==> src/exec_pkg.sv <==
package exec_pkg;

    // --------------------
    // Widths
    // --------------------
    typedef logic [31:0] word_t;
    typedef logic [5:0]  rob_idx_t;
    typedef logic [5:0]  preg_t;
    typedef logic [4:0]  areg_t;
    typedef logic [3:0]  op_t;

    // --------------------
    // Opcodes
    // --------------------
    localparam op_t OP_ADD    = 4'h0;
    localparam op_t OP_SUB    = 4'h1;
    localparam op_t OP_AND    = 4'h2;
    localparam op_t OP_OR     = 4'h3;
    localparam op_t OP_XOR    = 4'h4;
    localparam op_t OP_SLT    = 4'h5;
    localparam op_t OP_SLTU   = 4'h6;
    localparam op_t OP_SLL    = 4'h7;
    localparam op_t OP_SRL    = 4'h8;
    localparam op_t OP_SRA    = 4'h9;
    localparam op_t OP_MUL    = 4'hA;
    localparam op_t OP_MULH   = 4'hB;
    localparam op_t OP_MULHSU = 4'hC;
    localparam op_t OP_MULHU  = 4'hD;

    // Credit depths. The unit depths match their result queues.
    localparam int ALU_CREDITS = 2;
    localparam int MUL_CREDITS = 4;
    localparam int CDB_CREDITS = 2;

    typedef struct packed {
        rob_idx_t rob_idx;
        preg_t    pd;
        areg_t    rd;
        op_t      op;
        word_t    rs1_v;
        word_t    rs2_v;
    } issue_t;

    typedef struct packed {
        rob_idx_t rob_idx;
        preg_t    pd;
        areg_t    rd;
        word_t    rd_v;
    } cdb_t;

endpackage

==> src/cdb_arbiter.sv <==
`timescale 1ns/100ps

module cdb_arbiter (
    input  logic           clk,
    input  logic           rst,
    input  logic           alu_rdy,
    input  logic           mul_rdy,
    input  exec_pkg::cdb_t alu_head,
    input  exec_pkg::cdb_t mul_head,
    input  logic           cdb_credit,
    output logic           alu_pop,
    output logic           mul_pop,
    output logic           cdb_valid,
    output exec_pkg::cdb_t cdb
);
    import exec_pkg::*;

    localparam int CW = $clog2(CDB_CREDITS + 1);

    logic [CW-1:0] credits;
    logic          has_credit;
    logic          send;

    // A beat on the bus still holds its credit until the cycle ends,
    // so it must be left out of what is free to spend.
    assign has_credit = cdb_valid ? (credits > CW'(1)) : (credits != '0);

    assign mul_pop = has_credit && mul_rdy;
    assign alu_pop = has_credit && alu_rdy && !mul_rdy;
    assign send    = mul_pop || alu_pop;

    always_ff @(posedge clk) begin
        if (rst) begin
            credits   <= CW'(CDB_CREDITS);
            cdb_valid <= 1'b0;
        end else begin
            cdb_valid <= send;
            if (cdb_credit && !cdb_valid) begin
                credits <= credits + 1'b1;
            end else if (!cdb_credit && cdb_valid) begin
                credits <= credits - 1'b1;
            end
        end
    end

    always_ff @(posedge clk) begin
        if (send) begin
            cdb <= mul_pop ? mul_head : alu_head;
        end
    end

endmodule

==> src/exec_unit.sv <==
`timescale 1ns/100ps

module exec_unit (
    input  logic             clk,
    input  logic             rst,
    input  logic             alu_issue_valid,
    input  exec_pkg::issue_t alu_issue,
    input  logic             mul_issue_valid,
    input  exec_pkg::issue_t mul_issue,
    input  logic             cdb_credit,
    output logic             alu_credit,
    output logic             mul_credit,
    output logic             cdb_valid,
    output exec_pkg::cdb_t   cdb
);
    import exec_pkg::*;

    logic alu_rdy;
    logic mul_rdy;
    cdb_t alu_head;
    cdb_t mul_head;

    // A queue pop frees one slot, which goes straight back to the issuer.
    fu_alu alu_i (
        .clk        (clk),
        .rst        (rst),
        .issue_valid(alu_issue_valid),
        .issue      (alu_issue),
        .pop        (alu_credit),
        .rdy        (alu_rdy),
        .head       (alu_head)
    );

    fu_mul mul_i (
        .clk        (clk),
        .rst        (rst),
        .issue_valid(mul_issue_valid),
        .issue      (mul_issue),
        .pop        (mul_credit),
        .rdy        (mul_rdy),
        .head       (mul_head)
    );

    cdb_arbiter arb_i (
        .clk       (clk),
        .rst       (rst),
        .alu_rdy   (alu_rdy),
        .mul_rdy   (mul_rdy),
        .alu_head  (alu_head),
        .mul_head  (mul_head),
        .cdb_credit(cdb_credit),
        .alu_pop   (alu_credit),
        .mul_pop   (mul_credit),
        .cdb_valid (cdb_valid),
        .cdb       (cdb)
    );

endmodule

==> src/fu_alu.sv <==
`timescale 1ns/100ps

module fu_alu (
    input  logic             clk,
    input  logic             rst,
    input  logic             issue_valid,
    input  exec_pkg::issue_t issue,
    input  logic             pop,
    output logic             rdy,
    output exec_pkg::cdb_t   head
);
    import exec_pkg::*;

    word_t      alu_out;
    logic [4:0] shamt;
    logic       res_valid;
    cdb_t       res;

    assign shamt = issue.rs2_v[4:0];

    always_comb begin
        unique case (issue.op)
            OP_ADD:  alu_out = issue.rs1_v + issue.rs2_v;
            OP_SUB:  alu_out = issue.rs1_v - issue.rs2_v;
            OP_AND:  alu_out = issue.rs1_v & issue.rs2_v;
            OP_OR:   alu_out = issue.rs1_v | issue.rs2_v;
            OP_XOR:  alu_out = issue.rs1_v ^ issue.rs2_v;
            OP_SLT:  alu_out = {31'd0, $signed(issue.rs1_v) < $signed(issue.rs2_v)};
            OP_SLTU: alu_out = {31'd0, issue.rs1_v < issue.rs2_v};
            OP_SLL:  alu_out = issue.rs1_v << shamt;
            OP_SRL:  alu_out = issue.rs1_v >> shamt;
            OP_SRA:  alu_out = word_t'($signed(issue.rs1_v) >>> shamt);
            default: alu_out = '0;
        endcase
    end

    // The result register gives the one extra cycle before the queue.
    always_ff @(posedge clk) begin
        if (rst) begin
            res_valid <= 1'b0;
        end else begin
            res_valid <= issue_valid;
        end
    end

    always_ff @(posedge clk) begin
        if (issue_valid) begin
            res.rob_idx <= issue.rob_idx;
            res.pd      <= issue.pd;
            res.rd      <= issue.rd;
            res.rd_v    <= alu_out;
        end
    end

    result_queue #(
        .DEPTH(ALU_CREDITS)
    ) queue_i (
        .clk (clk),
        .rst (rst),
        .push(res_valid),
        .din (res),
        .pop (pop),
        .rdy (rdy),
        .head(head)
    );

endmodule

==> src/fu_mul.sv <==
`timescale 1ns/100ps

module fu_mul (
    input  logic             clk,
    input  logic             rst,
    input  logic             issue_valid,
    input  exec_pkg::issue_t issue,
    input  logic             pop,
    output logic             rdy,
    output exec_pkg::cdb_t   head
);
    import exec_pkg::*;

    logic               sign_a;
    logic               sign_b;
    logic signed [65:0] prod;

    logic               s1_valid, s2_valid, s3_valid;
    rob_idx_t           s1_rob, s2_rob;
    preg_t              s1_pd, s2_pd;
    areg_t              s1_rd, s2_rd;
    logic               s1_hi, s2_hi;
    logic signed [32:0] s1_a, s1_b;
    logic        [63:0] s2_prod;
    cdb_t               s3_res;

    // MULHU treats both operands as unsigned, MULHSU only the second.
    assign sign_a = (issue.op != OP_MULHU) && issue.rs1_v[31];
    assign sign_b = ((issue.op == OP_MUL) || (issue.op == OP_MULH)) && issue.rs2_v[31];
    assign prod   = s1_a * s1_b;

    always_ff @(posedge clk) begin
        if (rst) begin
            s1_valid <= 1'b0;
            s2_valid <= 1'b0;
            s3_valid <= 1'b0;
        end else begin
            s1_valid <= issue_valid;
            s2_valid <= s1_valid;
            s3_valid <= s2_valid;
        end
    end

    // --------------------
    // Pipeline payload
    // --------------------
    always_ff @(posedge clk) begin
        s1_rob  <= issue.rob_idx;
        s1_pd   <= issue.pd;
        s1_rd   <= issue.rd;
        s1_hi   <= (issue.op != OP_MUL);
        s1_a    <= {sign_a, issue.rs1_v};
        s1_b    <= {sign_b, issue.rs2_v};

        s2_rob  <= s1_rob;
        s2_pd   <= s1_pd;
        s2_rd   <= s1_rd;
        s2_hi   <= s1_hi;
        s2_prod <= prod[63:0];

        s3_res.rob_idx <= s2_rob;
        s3_res.pd      <= s2_pd;
        s3_res.rd      <= s2_rd;
        s3_res.rd_v    <= s2_hi ? s2_prod[63:32] : s2_prod[31:0];
    end

    result_queue #(
        .DEPTH(MUL_CREDITS)
    ) queue_i (
        .clk (clk),
        .rst (rst),
        .push(s3_valid),
        .din (s3_res),
        .pop (pop),
        .rdy (rdy),
        .head(head)
    );

endmodule

==> src/result_queue.sv <==
`timescale 1ns/100ps

module result_queue #(
    parameter int DEPTH = 2
) (
    input  logic           clk,
    input  logic           rst,
    input  logic           push,
    input  exec_pkg::cdb_t din,
    input  logic           pop,
    output logic           rdy,
    output exec_pkg::cdb_t head
);
    import exec_pkg::*;

    localparam int PTR_W = (DEPTH > 1) ? $clog2(DEPTH) : 1;
    localparam int CNT_W = $clog2(DEPTH + 1);

    cdb_t             mem [DEPTH];
    logic [PTR_W-1:0] rd_ptr;
    logic [PTR_W-1:0] wr_ptr;
    logic [CNT_W-1:0] count;
    logic             do_pop;

    assign rdy    = (count != '0);
    assign head   = mem[rd_ptr];
    assign do_pop = pop && rdy;

    always_ff @(posedge clk) begin
        if (push) begin
            mem[wr_ptr] <= din;
        end
    end

    always_ff @(posedge clk) begin
        if (rst) begin
            rd_ptr <= '0;
            wr_ptr <= '0;
            count  <= '0;
        end else begin
            if (push) begin
                wr_ptr <= (wr_ptr == PTR_W'(DEPTH - 1)) ? '0 : wr_ptr + 1'b1;
            end
            if (do_pop) begin
                rd_ptr <= (rd_ptr == PTR_W'(DEPTH - 1)) ? '0 : rd_ptr + 1'b1;
            end
            if (push && !do_pop) begin
                count <= count + 1'b1;
            end else if (!push && do_pop) begin
                count <= count - 1'b1;
            end
        end
    end

endmodule
==> config.mk <==
export PLATFORM = sky130hd
export DESIGN_NAME = exec_unit
export DESIGN_NICKNAME = d
export VERILOG_FILES = /design/src/exec_pkg.sv /design/src/cdb_arbiter.sv /design/src/exec_unit.sv /design/src/fu_alu.sv /design/src/fu_mul.sv /design/src/result_queue.sv
export SDC_FILE = /design/constraint.sdc
export NUM_CORES = 2
export LEC_CHECK = 0
export ABC_AREA = 1
export BUFFER_PORTS_ARGS = -buffer_cell sky130_fd_sc_hd__clkbuf_2
export CELL_PAD_IN_SITES_DETAIL_PLACEMENT = 0
export CELL_PAD_IN_SITES_GLOBAL_PLACEMENT = 1
export CORE_MARGIN = 2
export CORE_UTILIZATION = 25
export CTS_CLUSTER_DIAMETER = 80
export DETAILED_ROUTE_END_ITERATION = 16
export HOLD_SLACK_MARGIN = 0.06
export PLACE_DENSITY = 0.54
export SLEW_MARGIN = 20
export SYNTH_ARGS = -nofsm -noshare
export SYNTH_HDL_FRONTEND = slang
export SYNTH_SLANG_ARGS = --single-unit
==> constraint.sdc <==
create_clock -name clk -period 8.09 [get_ports clk]
set_clock_uncertainty 0.2 [all_clocks]
set_input_delay 1.618 -clock clk [delete_from_list [all_inputs] [get_ports clk]]
set_output_delay 1.618 -clock clk [all_outputs]
set_load 0.02 [all_outputs]
# Yosys cells after proc, flatten, opt, wreduce, memory -nomap -nowiden

Memories as Yosys holds them, arrays and structs flattened. A register that Yosys moved wholly into a read port is not among the register bits.
Index checks and enable logic that the tools add are counted.

Register bits: 331
Memory bits (writable): 294
Bits of input ports: 175
Output and inout port bits: 52
Logic and storage cells: 125
Memories kept: 2

Add/subtract/negate cells: 12
Multiply operators: 1
Magnitude comparators: 3
Equality and inequality tests: 15
Shift operators: 3
Multiplexer cells: 22
Bitwise logic cells: 3
Reduce and logical (&&, ||, !) cells: 29

Memories:

| name              | depth | width | rd ports | clocked after memory_dff | wr ports | line               | source |
|---|---|---|---|---|---|---|---|
| mul_i.queue_i.mem | 4     | 49    | 1        | 1                        | 1        | result_queue.sv:19 | `cdb_t mem [DEPTH];` |
| alu_i.queue_i.mem | 2     | 49    | 1        | 1                        | 1        | result_queue.sv:19 |  |

Operators with widths:

| kind                                                            | number |
|---|---|
| 32-bit one-hot mux with 10 select lines                         | 1 |
| 32-bit < comparator                                             | 2 |
| 33-bit by 33-bit multiplier with 64-bit output                  | 1 |
| 49-bit 2-to-1 mux                                               | 1 |
| 32-bit adder                                                    | 1 |
| 32-bit AND                                                      | 1 |
| 32-bit 2-to-1 mux                                               | 1 |
| 32-bit OR                                                       | 1 |
| 32-bit by 5-bit left shift with 32-bit output                   | 1 |
| 32-bit by 5-bit right shift with 32-bit output                  | 1 |
| 32-bit by 5-bit >>> shifter with 32-bit output                  | 1 |
| 32-bit subtractor                                               | 1 |
| 32-bit bitwise XOR                                              | 1 |
| 4-bit by 3-bit == test with 1-bit output, second input constant | 4 |
| 4-bit == test, second input constant                            | 4 |
| 2-bit 2-to-1 mux                                                | 8 |
| 1-bit logical AND                                               | 13 |
| 2-bit nonzero test                                              | 5 |
| 1-bit 2-to-1 mux                                                | 9 |
| 2-bit by 1-bit adder with 2-bit output, second input constant   | 4 |
| 4-bit by 2-bit == test with 1-bit output, second input constant | 2 |
| 4-bit != test, second input constant                            | 2 |
| 1-bit zero test                                                 | 7 |
| 3-bit 2-to-1 mux                                                | 2 |
| other kinds (10)                                                | 14 |

# Logic depth before layout (Yosys ltp)

Depth in word-level cells: 8
Depth in mapped cells: 32

# By module

Synthesis repeated with hierarchy kept, for this count alone.

Cell total of the unflattened synthesis: 8,712
Area, all modules: 71,203.3 µm²

By module, submodules not included:

| module                        | times used | cells each | area each (µm²) |
|---|---|---|---|
| fu_mul                        | 1          | 5,597      | 45,623.8 |
| fu_alu                        | 1          | 2,154      | 11,638.7 |
| result_queue at mul_i.queue_i | 1          | 537        | 7,731.2 |
| result_queue at alu_i.queue_i | 1          | 186        | 3,808.7 |
| cdb_arbiter                   | 1          | 238        | 2,401.1 |

# Least setup slack after synthesis

Ideal clock, no wire load.

Path kind: register to register
Start: register mul_i.s1_a[32]
End: register mul_i.s2_prod[56]
Library setup time: 0.113 ns
Arrival: 7.040 ns
Required time: 7.777 ns
Slack: 0.737 ns
Cell stages (with the launch flop): 27
Buffers on the path: 2
Clock period less this slack: 7.353 ns
Path through: dfxtp_1 clkbuf_1 clkbuf_1 nand2_1 inv_1 fa_1 inv_1 fa_1 inv_1 fa_1 fa_1 fa_1 fa_1 fa_1 inv_1 fa_1 inv_1 ha_1 a21oi_1 nor2_1 nor2_1 nor2_1 or2_2 a21oi_1 nand3_1 nand2_1 nand2_1

Word-level cells in the longest chain between the ends: 1

Ends and longest elaborated chain:

| element                                        | line         | source |
|---|---|---|
| start, declared                                | fu_mul.sv:23 | `logic signed [32:0] s1_a, s1_b;` |
| start signal, assigned                         | fu_mul.sv:52 | `s1_a <= {sign_a, issue.rs1_v};` |
| 33-bit by 33-bit multiplier with 64-bit output | fu_mul.sv:30 | `assign prod = s1_a * s1_b;` |
| via mul_i.prod[56]                             | fu_mul.sv:16 | `logic signed [65:0] prod;` |
| end signal, assigned                           | fu_mul.sv:59 | `s2_prod <= prod[63:0];` |
| end, declared                                  | fu_mul.sv:24 | `logic [63:0] s2_prod;` |

The timed path passes the listed nets, and every way through them passes these cells.
A chain may end at the register's enable or synchronous reset.

# Worst setup path in the final report

Start: register mul_i.s1_a[27]
End: register mul_i.s2_prod[52]

Same word-level chain as after synthesis.

==> PnR_summary.wiki <==
{| class="wikitable"
! Metric !! Value
|-
| Status || finished clean
|-
| Grt ovf || 0
|-
| Net count of the finished layout || 10244
|-
| Layout Area Growth over Synthesis || 12.3%
|-
| Area share of xor/xnor cells in the synthesized design || less than 1%
|-
| Compound-gate portion of the synthesized area || between 4 and 5%
|-
| Full die area || between 0.2 and 0.3 mm^2
|-
| Starting density of the core || 25.1%
|-
| Average detailed-routed wire length per instance || roughly 20 um
|-
| Crit path launch || mul_i.s1_a[27]
|-
| Most numerous cell in the Yosys netlist || nand2_1
|-
| Worst slew margin || 36.5%
|-
| Die H || 534 um
|-
| Hold crit path type || flip-flop to flip-flop
|-
| Max-cap violations || 0
|-
| Synthesized Nets || 10175
|-
| M3 GR Usage || 1.59%
|-
| Fraction of post-synthesis cell area in the top cell type by area || 32.1%
|-
| Number of vias in the routed layout || 54300
|-
| Final setup viols || 0
|-
| CP endpoint || mul_i.s2_prod[52]
|-
| Synth area leaders || fa_1, edfxtp_1, nand2_1, inv_1, dfxtp_1
|-
| Htree depth || 3
|-
| Fin. Hold Viols || 0
|-
| Global Route met2 Usage || 28.9%
|-
| Worst flop-to-flop path startpoint || mul_i.s1_a[27]
|-
| Cts hold-fix bufs || 0
|-
| Simple-Gate Fraction of Synth Area || between 10% and 20%
|-
| Routability congestion estimate from global placement || 0.914
|-
| Synth Area in Adders || between 30 and 40%
|-
| Clock tree from TritonCTS || done
|-
| Total clock buffers created by CTS || 81
|-
| Remaining DRCs || 0
|-
| Final period demand of the worst path || a little under 8 ns
|-
| Flip-flop and latch count after synthesis || 628
|-
| Routed Antenna Nets || 0
|-
| Share of cell area taken by muxes after synthesis || less than 1%
|-
| First-pass GRT wire length || 377 mm
|-
| Worst reg-to-reg setup slack || around 0.4 ns
|-
| Routing layer with the top usage in global route || met2
|-
| Number of antenna violations at the first check in global routing || 13
|-
| Cell area after synthesis || 0.0703 mm^2
|-
| Startpoint kind of the worst setup timing path || flip-flop
|-
| Reg2Reg Capture Point || mul_i.s2_prod[52]
|-
| Number of primary I/O pins || 227
|-
| Synth area leader || fa_1
|-
| Data required time of the worst path || 8.46 ns
|-
| Clock insertion delay at the later pin of the skew report || between 0.7 and 0.8 ns
|-
| Nature of the critical path endpoint || flip-flop
|-
| Number of standard cells after synthesis || 8553
|-
| Most used flip-flop cell after synthesis || edfxtp_1
|-
| Clock sink count || between 600 and 700
|-
| Main combinational cell family by area after synthesis || adder cells
|-
| Synth warnings || 0
|-
| Number of global-route vias before repair || 57842
|-
| Setup repair after global routing missed its margin || false
|-
| Highest fanout seen on the critical path || 10
|-
| CTS root buf || clkbuf_16
|-
| Arrival time of the worst setup path || 8.06 ns
|-
| Largest net degree at the start of global routing || 64
|-
| Global-route met1 utilization || ~24%
|-
| Core utilization of the finished layout || 28.2%
|-
| Kind of critical path || flip-flop to flip-flop
|-
| Core box area || 0.280 mm^2
|-
| First-pass detailed-route iteration total || 6
|-
| CTS clock-pin slew for the worst setup and hold paths || 0.06 ns
|-
| Register area share after synthesis || 23.5%
|-
| Std-Cell Rows || 194
|-
| Port Buf Inserts || 226
|-
| Total wirelength of the detailed-routed design || approximately 250 mm
|-
| Maximum count of clock buffers along a single path || 3
|-
| GRT Util Overall || 17.5%
|-
| Slew at the pin closest to its max-slew limit || about 0.94 ns
|-
| DIE WIDTH || 534 um
|-
| Number of unique standard cell types used by synthesis || between 50 and 60
|-
| Dpl hpwl || 202 mm
|-
| Final period utilization || 95.0%
|-
| Share of post-route cells with drive strength above 1 || 7.32%
|-
| Async set-or-reset flop fraction in the synthesized netlist || 0%
|-
| F_max || 130 MHz
|-
| Commonest cells in the netlist || nand2_1, inv_1, fa_1, nor2_1, nand3_1
|-
| Initial detailed-routing violation count || 3662
|-
| Slew Viols, Final || 0
|-
| Post-Syn Area per Cell || 8.22 um^2
|-
| Worst reg2reg path depth || 26
|-
| Post-synth EDFFs || 392
|-
| Number of vias per cell || 4.37
|}
==> critical path: stages, from the launching register on <==
cell and delay (ns):
dfxtp_1 0.53, buf_12 0.26, nand2_1 0.05, inv_1 0.06
fa_1 0.53, inv_1 0.06, fa_1 0.53, inv_1 0.05
fa_1 0.47, inv_1 0.06, fa_1 0.53, inv_1 0.05
fa_1 0.48, fa_1 0.51, fa_1 0.49, inv_1 0.05
fa_1 0.49, inv_1 0.06, ha_1 0.43, a21oi_1 0.29
o21ai_0 0.20, a21oi_1 0.36, nor2_1 0.11, o21bai_1 0.40
nand3_1 0.13, nand2_1 0.09, nand2_1 0.11
==> what timing repair did <==
item | in CTS | in global routing
gates cloned | 0 | 0
gates resized for setup | 3 | 3
setup endpoints to repair | 1 | 2
buffers inserted | 0 | 0
==> cell families (layout without fill, tap and decap cells) <==
kind of cell	count (synthesis)	count (layout)
flops	628	628
other cells	0	2
simple gates	3304	3304
xor+xnor	59	59
fa+ha+maj	1447	1447
mux	32	32
buf+inv	2501	2638
compound gates	582	582
==> final cells by class <==
class | instances | area (um^2)
Timing Repair Buffer | 399 | 2940
Multi-Input combinational cell | 5424 | 44300
Antenna cell | 2 | 5.00
Clock inverter | 49 | 539
Inverter | 2088 | 7850
Fill cell | 30331 | 201000
Sequential cell | 628 | 16500
Clock buffer | 102 | 2180
Tap cell | 3724 | 4660
==> metal layers <==
layer	wire, um	share of wire, %
met2	115000	47
met1	115000	46
met5	53	0.022
met4	6170	2.5
met3	10300	4.2
==> per-stage QoR <==
stage | hold slack (ns) | cell area, um^2 | setup slack [ns] | instances | setup TNS (ns)
2_1_floorplan | 0.110 | 70300 | 0.737 | 8553 | 0
3_3_place_gp | 0.113 | 76200 | -0.196 | 12263 | -0.196
3_5_place_dp | 0.112 | 76200 | -0.0741 | 12263 | -0.0741
4_1_cts | 0.125 | 78900 | 0.0414 | 12414 | 0
5_1_grt | 0.130 | 78900 | 0.0103 | 12415 | 0
6_report | 0.125 | 78900 | 0.401 | 12416 | 0
==> cell usage in the layout (no fill, tap or decap), types with 11 or more instances in the layout <==
cell,count
nand2_1,2159
inv_1,2063
fa_1,1127
nor2_1,529
nand3_1,448
edfxtp_1,392
ha_1,319
dfxtp_1,230
clkbuf_2,226
a21oi_1,184
o21ai_0,178
buf_4,132
clkbuf_16,81
nand4_1,54
a31oi_1,53
o32ai_1,49
xor2_1,47
buf_12,41
nor3_1,36
mux2_2,32
o211ai_1,25
o21ai_1,24
o21bai_1,23
inv_2,19
o22ai_1,18
and2_1,15
clkinv_2,14
clkbuf_1,14
nand2_2,13
nor2_2,11
xnor2_1,11
clkinv_1,11
==> sequential cells by signal, indices dropped and copies added, names as in the netlist, 2 cells and up, named ones only <==
signal	cells
mul_i.queue_i.mem	196
mul_i.s1_b	33
alu_i.queue_i.count	2
mul_i.s2_rob	6
mul_i.s1_pd	6
mul_i.queue_i.rd_ptr	2
arb_i.credits	2
mul_i.queue_i.wr_ptr	2
mul_i.queue_i.count	3
mul_i.s1_rob	6
mul_i.s2_pd	6
mul_i.s2_prod	64
mul_i.s1_a	33
mul_i.s3_res	49
alu_i.res	49
arb_i.cdb	49
alu_i.queue_i.mem	98
mul_i.s2_rd	5
mul_i.s1_rd	5
==> worst min-delay path by stage <==
| stage | from | end | slack [ns] | depth (start not counted) |
|---|---|---|---|---|
| final | mul_i.s2_rd[3] | mul_i.s3_res[35] | 0.12 | 0 |
| after global routing | mul_i.s1_rob[2] | mul_i.s2_rob[2] | 0.13 | 0 |
| after CTS | mul_i.s2_rd[3] | mul_i.s3_res[35] | 0.13 | 0 |
| after detailed placement | mul_i.s2_rd[0] | mul_i.s3_res[32] | 0.11 | 0 |
| after global placement | mul_i.s1_pd[0] | mul_i.s2_pd[0] | 0.11 | 0 |
| after floorplan | mul_i.s1_hi | mul_i.s2_hi | 0.11 | 0 |
Power is left out: the tool's default activity adds up to more than one toggle a clock period on the data nets, which glitch-free logic cannot reach.
